[config.mk]
export PLATFORM = sky130hd
export DESIGN_NAME = uart_cmd_bridge
export DESIGN_NICKNAME = d
export VERILOG_FILES = /design/src/logic/uart_cmd_pkg.sv /design/src/logic/uart_frame_tx.sv /design/src/logic/uart_frame_rx.sv /design/src/logic/uart_cmd_seq.sv /design/src/logic/uart_cmd_bridge.sv
export SDC_FILE = /design/constraint.sdc
export NUM_CORES = 1
export LEC_CHECK = 0
export ABC_AREA = 1
export BUFFER_PORTS_ARGS = -buffer_cell sky130_fd_sc_hd__clkbuf_2
export CAP_MARGIN = 20
export CORE_MARGIN = 5
export CORE_UTILIZATION = 35
export DETAILED_ROUTE_END_ITERATION = 16
export SETUP_SLACK_MARGIN = 0.02
export SLEW_MARGIN = 20
export SYNTH_ARGS = -nofsm -noshare
export SYNTH_HDL_FRONTEND = slang
export SYNTH_SLANG_ARGS = --single-unit
[constraint.sdc]
create_clock -name clk -period 5.2 [get_ports clk]
set_input_delay 0.78 -clock clk [delete_from_list [all_inputs] [get_ports clk]]
set_output_delay 0.78 -clock clk [all_outputs]
set_load 0.03 [all_outputs]
[src/logic/uart_cmd_pkg.sv]
package uart_cmd_pkg;

  // serial frame layout.
  localparam int DATA_BITS  = 8;
  localparam int FRAME_BITS = 11;  // start, eight data, parity, stop.

  // command layout.
  localparam int CMD_WRITE_BIT = 15;

  // idle clocks between the two frames of a write.
  localparam int GAP_CYCLES = 100;

  typedef logic [DATA_BITS-1:0] byte_t;

  typedef logic [15:0] cmd_t;  // write flag, 7-bit address, data.

  typedef logic [7:0] gap_cnt_t;

  // clock count within one bit period.
  typedef logic [15:0] bit_cnt_t;

  typedef logic [3:0] bit_idx_t;  // position inside a frame.

  typedef struct packed {
    byte_t data;
    logic  err;  // bad parity or low stop bit.
  } rx_result_t;

endpackage

[src/logic/uart_frame_tx.sv]
module uart_frame_tx #(
  parameter int BIT_CLKS = 434
) (
  input  logic                clk,
  input  logic                rst_n,
  input  logic                start,
  input  uart_cmd_pkg::byte_t data,
  output logic                tx,
  output logic                busy
);
  import uart_cmd_pkg::*;

  logic [DATA_BITS+1:0] frame_q;  // stop, parity and data still to send.
  bit_cnt_t             bit_clk;
  bit_idx_t             bit_idx;
  logic                 bit_end;

  assign bit_end = (bit_clk == bit_cnt_t'(BIT_CLKS - 1));

  always_ff @(posedge clk or negedge rst_n)
  begin
    if (!rst_n)
    begin
      tx      <= 1'b1;
      busy    <= 1'b0;
      bit_clk <= '0;
      bit_idx <= '0;
    end
    else if (!busy)
    begin
      if (start)
      begin
        tx      <= 1'b0;  // start bit.
        busy    <= 1'b1;
        bit_clk <= '0;
        bit_idx <= '0;
      end
    end
    else if (bit_end)
    begin
      bit_clk <= '0;
      if (bit_idx == bit_idx_t'(FRAME_BITS - 1))
      begin
        busy <= 1'b0;  // line is left high by the stop bit.
      end
      else
      begin
        bit_idx <= bit_idx + 1'b1;
        tx      <= frame_q[0];
      end
    end
    else
    begin
      bit_clk <= bit_clk + 1'b1;
    end
  end

  // odd parity, so the data and parity bits hold an odd count of ones.
  always_ff @(posedge clk)
  begin
    if (start && !busy)
    begin
      frame_q <= {1'b1, ~^data, data};
    end
    else if (busy && bit_end)
    begin
      frame_q <= {1'b1, frame_q[DATA_BITS+1:1]};
    end
  end

  assert property (@(posedge clk) disable iff (!rst_n) start |-> !busy)
    else $error("uart_frame_tx: start while a frame is in flight");

endmodule

[src/logic/uart_frame_rx.sv]
module uart_frame_rx #(
  parameter int BIT_CLKS = 434
) (
  input  logic                     clk,
  input  logic                     rst_n,
  input  logic                     rx,
  output logic                     done,
  output uart_cmd_pkg::rx_result_t result
);
  import uart_cmd_pkg::*;

  logic     rx_s1;
  logic     rx_s2;
  logic     rx_q;
  logic     active;
  bit_cnt_t bit_clk;
  bit_idx_t bit_idx;
  byte_t    shift_q;
  logic     parity_q;
  logic     mid_bit;
  logic     bit_end;

  assign mid_bit = active && (bit_clk == bit_cnt_t'(BIT_CLKS / 2 - 1));
  assign bit_end = (bit_clk == bit_cnt_t'(BIT_CLKS - 1));

  // two-flop synchronizer plus one stage for the edge.
  always_ff @(posedge clk or negedge rst_n)
  begin
    if (!rst_n)
    begin
      rx_s1 <= 1'b1;
      rx_s2 <= 1'b1;
      rx_q  <= 1'b1;
    end
    else
    begin
      rx_s1 <= rx;
      rx_s2 <= rx_s1;
      rx_q  <= rx_s2;
    end
  end

  always_ff @(posedge clk or negedge rst_n)
  begin
    if (!rst_n)
    begin
      active  <= 1'b0;
      bit_clk <= '0;
      bit_idx <= '0;
      done    <= 1'b0;
    end
    else
    begin
      done <= 1'b0;
      if (!active)
      begin
        if (rx_q && !rx_s2)
        begin
          active  <= 1'b1;  // falling edge opens a frame.
          bit_clk <= '0;
          bit_idx <= '0;
        end
      end
      else
      begin
        bit_clk <= bit_end ? '0 : bit_clk + 1'b1;
        if (bit_end)
        begin
          bit_idx <= bit_idx + 1'b1;
        end
        if (mid_bit && bit_idx == '0 && rx_s2)
        begin
          active <= 1'b0;  // start bit gone by mid-bit, a glitch.
        end
        else if (mid_bit && bit_idx == bit_idx_t'(FRAME_BITS - 1))
        begin
          active <= 1'b0;  // free again from mid stop bit.
          done   <= 1'b1;
        end
      end
    end
  end

  always_ff @(posedge clk)
  begin
    if (mid_bit)
    begin
      if (bit_idx >= bit_idx_t'(1) && bit_idx <= bit_idx_t'(DATA_BITS))
      begin
        shift_q <= {rx_s2, shift_q[DATA_BITS-1:1]};  // lsb arrives first.
      end
      if (bit_idx == bit_idx_t'(DATA_BITS + 1))
      begin
        parity_q <= rx_s2;
      end
      if (bit_idx == bit_idx_t'(FRAME_BITS - 1))
      begin
        result.data <= shift_q;
        result.err  <= ~(^{shift_q, parity_q}) | ~rx_s2;
      end
    end
  end

  assert property (@(posedge clk) disable iff (!rst_n) done |=> !done)
    else $error("uart_frame_rx: done longer than one cycle");

endmodule

[src/logic/uart_cmd_seq.sv]
module uart_cmd_seq (
  input  logic                     clk,
  input  logic                     rst_n,
  input  uart_cmd_pkg::cmd_t       cmd_in,
  input  logic                     cmd_vld,
  output logic                     cmd_rdy,
  output logic                     tx_start,
  output uart_cmd_pkg::byte_t      tx_byte,
  input  logic                     tx_busy,
  input  logic                     rx_done,
  input  uart_cmd_pkg::rx_result_t rx_result,
  output uart_cmd_pkg::byte_t      read_data,
  output logic                     read_err,
  output logic                     read_rdy
);
  import uart_cmd_pkg::*;

  typedef enum logic [2:0] {
    S_IDLE,
    S_SEND_HIGH,
    S_GAP,
    S_SEND_LOW,
    S_WAIT_ANSWER
  } state_t;

  state_t   state;
  cmd_t     cmd_q;
  gap_cnt_t gap_cnt;
  logic     accept;
  logic     frame_done;
  logic     gap_done;

  assign cmd_rdy    = (state == S_IDLE);
  assign accept     = cmd_vld && cmd_rdy;
  assign frame_done = !tx_start && !tx_busy;  // busy lags the start pulse by one cycle.
  assign gap_done   = (state == S_GAP) && (gap_cnt == '0);

  always_ff @(posedge clk or negedge rst_n)
  begin
    if (!rst_n)
    begin
      state     <= S_IDLE;
      tx_start  <= 1'b0;
      gap_cnt   <= '0;
      read_rdy  <= 1'b0;
      read_data <= '0;
      read_err  <= 1'b0;
    end
    else
    begin
      tx_start <= 1'b0;
      read_rdy <= 1'b0;
      case (state)
        S_IDLE:
        begin
          if (accept)
          begin
            tx_start <= 1'b1;
            state    <= S_SEND_HIGH;
          end
        end
        S_SEND_HIGH:
        begin
          if (frame_done && cmd_q[CMD_WRITE_BIT])
          begin
            // busy fall and start-to-line delay take the other two gap cycles.
            gap_cnt <= gap_cnt_t'(GAP_CYCLES - 3);
            state   <= S_GAP;
          end
          else if (frame_done)
          begin
            state <= S_WAIT_ANSWER;
          end
        end
        S_GAP:
        begin
          if (gap_done)
          begin
            tx_start <= 1'b1;
            state    <= S_SEND_LOW;
          end
          else
          begin
            gap_cnt <= gap_cnt - 1'b1;
          end
        end
        S_SEND_LOW:
        begin
          if (frame_done)
          begin
            state <= S_IDLE;
          end
        end
        S_WAIT_ANSWER:
        begin
          if (rx_done)
          begin
            read_rdy  <= 1'b1;
            read_data <= rx_result.data;
            read_err  <= rx_result.err;
            state     <= S_IDLE;
          end
        end
        default:
        begin
          state <= S_IDLE;
        end
      endcase
    end
  end

  always_ff @(posedge clk)
  begin
    if (accept)
    begin
      cmd_q   <= cmd_in;
      tx_byte <= cmd_in[CMD_WRITE_BIT -: DATA_BITS];  // flag and address first.
    end
    else if (gap_done)
    begin
      tx_byte <= cmd_q[DATA_BITS-1:0];
    end
  end

  assert property (@(posedge clk) disable iff (!rst_n)
    read_rdy |-> $past(state) == S_WAIT_ANSWER && state == S_IDLE)
    else $error("uart_cmd_seq: read_rdy outside an answer");

endmodule

[src/logic/uart_cmd_bridge.sv]
module uart_cmd_bridge #(
  parameter int BIT_CLKS = 434
) (
  input  logic                clk,
  input  logic                rst_n,
  input  uart_cmd_pkg::cmd_t  cmd_in,
  input  logic                cmd_vld,
  output logic                cmd_rdy,
  input  logic                rx,
  output logic                tx,
  output uart_cmd_pkg::byte_t read_data,
  output logic                read_err,
  output logic                read_rdy
);
  import uart_cmd_pkg::*;

  logic       tx_start;
  byte_t      tx_byte;
  logic       tx_busy;
  logic       rx_done;
  rx_result_t rx_result;

  uart_cmd_seq i_seq (
    .clk       (clk),
    .rst_n     (rst_n),
    .cmd_in    (cmd_in),
    .cmd_vld   (cmd_vld),
    .cmd_rdy   (cmd_rdy),
    .tx_start  (tx_start),
    .tx_byte   (tx_byte),
    .tx_busy   (tx_busy),
    .rx_done   (rx_done),
    .rx_result (rx_result),
    .read_data (read_data),
    .read_err  (read_err),
    .read_rdy  (read_rdy)
  );

  uart_frame_tx #(.BIT_CLKS(BIT_CLKS)) i_tx (
    .clk   (clk),
    .rst_n (rst_n),
    .start (tx_start),
    .data  (tx_byte),
    .tx    (tx),
    .busy  (tx_busy)
  );

  // always listening, the sequencer picks the answer it waits for.
  uart_frame_rx #(.BIT_CLKS(BIT_CLKS)) i_rx (
    .clk    (clk),
    .rst_n  (rst_n),
    .rx     (rx),
    .done   (rx_done),
    .result (rx_result)
  );

endmodule

==> flow_metrics.tcl <==
set metrics [dict create \
    status "completed" \
    ir_drop_mv 0.275 \
    ant_nets 0 \
    cpPeakStageDelay_ps 420 \
    viasPerCell 4.62 \
    final_max_slew_viol_count 0 \
    dieArea_sq_um 18900 \
    cts_tree "built" \
    h-tree-depth 4 \
    cts_sinks 113 \
    crit_buf_inv 2 \
    clockRootBuffer "clkbuf_16" \
    drtIter0Drc 177 \
    busiest_layer "met2" \
    post_cts_resized 0 \
    synthAdderAreaFrac 0.0264 \
    yosysWarnings 0 \
    finalWirelength_mm 11.6 \
    layout-drive-gt1-share 0.133 \
    yosys.area_share.simple 0.291 \
    power_frac_seq 0.397 \
    worstRegToRegCells 9 \
    start_util 0.357 \
    required_ps 4420 \
    ios 32 \
    synth-xor-area-share 0.0400 \
    syn_avg_cell_area_sq_um 8.62 \
    use_met3 0.0405 \
    crit_fanout 5 \
    clk_pin_slew_ps 50 \
    finalNetCount 734 \
    finalWeightedCongestion 0.872 \
    worstPathCellList "nor2_2 > inv_2 > nor2_1 > clkbuf_2" \
    hp-class "flop to flop" \
    die_h_um 137 \
    n_antenna_cell 0 \
    firstDrtPassIters 4 \
    syn_to_final_growth_pct 18.3 \
    grt_pass1_vias 4110 \
    fin_setup_tns_ps 0 \
    synth_nets 692 \
    routedWlPerCell_um 12.5 \
    endpoint_kind "output port" \
    synthTopCellsByArea "dfrtp_1 (29%), edfxtp_1 (23%), nand2_1 (14%)" \
    cts.path.max_buffers 2 \
    fin_crit_sh 0.444 \
    synth_area_leader_cell "dfrtp_1" \
    port_buffers 31 \
    cp_top_family "flip-flops" \
    combPwrFrac 0.116 \
    syn_inst 660 \
    synthMuxAreaShare 0 \
    clk_latency_ps 400 \
    skew_ps 9.72 \
    path_class "flop to output port" \
    p_per_area_nw_per_um2 399 \
    yosysUniqueCellTypes 32 \
    cp.arrival_ps 1530 \
    fin_area_sq_um 6730 \
    maxClockFrequency_mhz 433 \
    power_mw 2.68 \
    holdPathEnd "i_rx.rx_s2" \
    antenna_found_initial 0 \
    ys_seq_elements 113 \
    met2_usage 0.211 \
    critPathLaunchType "flop" \
    min_from "i_rx.rx_s1" \
    synth_top_area_share 0.286 \
    min_period_ps 2310 \
    dieWidth_um 137 \
    dp_hpwl_mm 8.16 \
    slew_headroom 0.395 \
    grt_overflow 0 \
    finalSetupViolations 0 \
    maxCapViolations 0 \
    dpl_cell_area_sq_um 6070 \
    switchingPower_mw 0.666 \
    gr-usage-met1 0.177 \
    swShare 0.248 \
    slowest_stage "dfrtp_1" \
    p_int_mw 2.02 \
    groute.usage.overall 0.133 \
    grt_pass1_wl_mm 19.8 \
    tightest_slew_ps 908 \
    finalHoldViolations 0 \
    cts_buffers 17 \
    post_cts_buffers 0 \
    r2r-start "i_tx.busy" \
    drc 0 \
    seq_area_frac_synth 0.537 \
    grt_max_degree 70 \
    reg2reg_slack_ps 2970 \
    hold-path-cell-count 0 \
    hold_ws_ps 354 \
    rsz0062_at_grt "false" \
    num-fill-cells 1579 \
    core-area_sq_um 15900 \
    vias 4301 \
    synth_compound_area_frac 0.0449 \
    num_rows 46 \
    worst_r2r_endpoint "i_seq.gap_cnt[3]" \
    p_leak_nw 3.10 \
    clkPwrFrac 0.487 \
    ctsHoldBuffers 0 \
    synth_area_sq_um 5690 \
    synth_top_family_by_area "simple AND/OR/NAND/NOR gates" \
]
## routing by layer
metal / up-vias / part of all wire
met3: 15 / 0.035
met4: 0 / 0.011
li1: 2251 / -
met1: 1972 / 0.48
met2: 63 / 0.47
met5: - / 0
## state kept, by name, summed over array words and instances, names as in the netlist, 3 cells and up
| signal | flops |
|---|---|
| i_rx.bit_clk | 16 |
| i_rx.bit_idx | 4 |
| i_rx.result | 9 |
| i_rx.shift_q | 8 |
| i_seq.cmd_q | 9 |
| i_seq.gap_cnt | 8 |
| i_seq.read_data | 8 |
| i_seq.state | 3 |
| i_seq.tx_byte | 8 |
| i_tx.bit_clk | 16 |
| i_tx.bit_idx | 4 |
| i_tx.frame_q | 9 |
## kinds of logic (layout without fill, tap and decap cells)
logic type | count (synthesis) | after routing
adders and majority gates | 12 | 12
and+or+nand+nor | 376 | 376
buffers and inverters | 87 | 142
xor gates and xnor gates | 26 | 26
DFF | 113 | 113
AOI/OAI and AO/OA | 46 | 46
## power groups by stage
stage | combinational (mW) | clock, mW | sequential [mW]
finish | 0.310 | 1.31 | 1.07
global route | 0.351 | 1.38 | 1.07
CTS | 0.311 | 1.33 | 1.06
detailed placement | 0.307 | 0 | 1.08
global placement | 0.304 | 0 | 1.08
floorplan | 0.243 | 0 | 1.06
## cells in the final DEF, fill, tap and decap left out, types with 2 or more instances in the layout
cell	Yosys	routed
dfrtp_1	65	65
xnor2_1	12	12
dfstp_2	4	4
edfxtp_1	44	44
o22ai_1	9	9
buf_4	0	2
clkinv_2	0	4
inv_1	68	68
nor2_1	53	53
nor3b_1	3	3
nand2_1	208	208
nand4_1	27	27
nor3_1	9	9
xor2_1	14	14
ha_1	12	12
o21ai_0	17	17
clkbuf_1	0	2
o21ai_1	15	15
nor2_2	6	6
bufinv_16	0	6
nand2_2	5	5
clkbuf_2	1	30
nand3_1	56	56
a21oi_2	2	2
nand3b_1	3	3
nand3_2	3	3
clkbuf_16	0	17
inv_2	10	10
## synthesized netlist by cell type (all sizes together)
cell,count
dfrtp,65
a211oi,1
xnor2,12
a21oi,3
nand3b,3
nand2,213
nor2b,1
nand4,27
o21ai,33
xor2,14
o22ai,9
nor2,60
ha,12
dfstp,4
nor3,10
edfxtp,44
buf,8
clkbuf,1
nand3,59
nor3b,3
inv,78
## how the worst max path moves through the flow
stage / from / endpoint / slack, ps / cells after the start
2_1_floorplan: i_rx.bit_clk[1] / i_rx.shift_q[0] / 3120 / 5
3_3_place_gp: i_rx.active / i_rx.shift_q[1] / 2830 / 4
3_5_place_dp: i_rx.active / i_rx.shift_q[1] / 2720 / 4
4_1_cts: i_rx.active / i_rx.shift_q[5] / 2740 / 4
5_1_grt: i_tx.busy / i_seq.gap_cnt[4] / 2720 / 9
6_report: i_seq.state[2] / cmd_rdy / 2890 / 4
## worst reg2reg max path, stage by stage, from the launching register on
cell	delay, ps
dfrtp_1	610
inv_2	150
nand2_1	560
inv_2	170
nand3_1	140
nand2_2	60
nand2_2	180
inv_1	120
nand2_1	80
nand2_1	40
## layout make-up
type | instances | area, sq um | share of cell area
clock buffer | 20 | 447 | 0.0663
inverter | 78 | 293 | 0.0435
clock inverter | 12 | 213 | 0.0316
tap | 216 | 270 | 0.0401
sequential | 113 | 3050 | 0.453
timing repair buffer | 32 | 165 | 0.0245
multi-input combinational | 460 | 2290 | 0.340
## metrics by stage
stage | std cells | setup WS (ps) | util
3_3_place_gp | 899 | 2830 | 0.381
5_1_grt | 931 | 2720 | 0.422
6_report | 931 | 2890 | 0.422
3_5_place_dp | 899 | 2720 | 0.381
4_1_cts | 931 | 2740 | 0.422
2_1_floorplan | 660 | 3120 | -
Power figures use the tool's default switching activity.
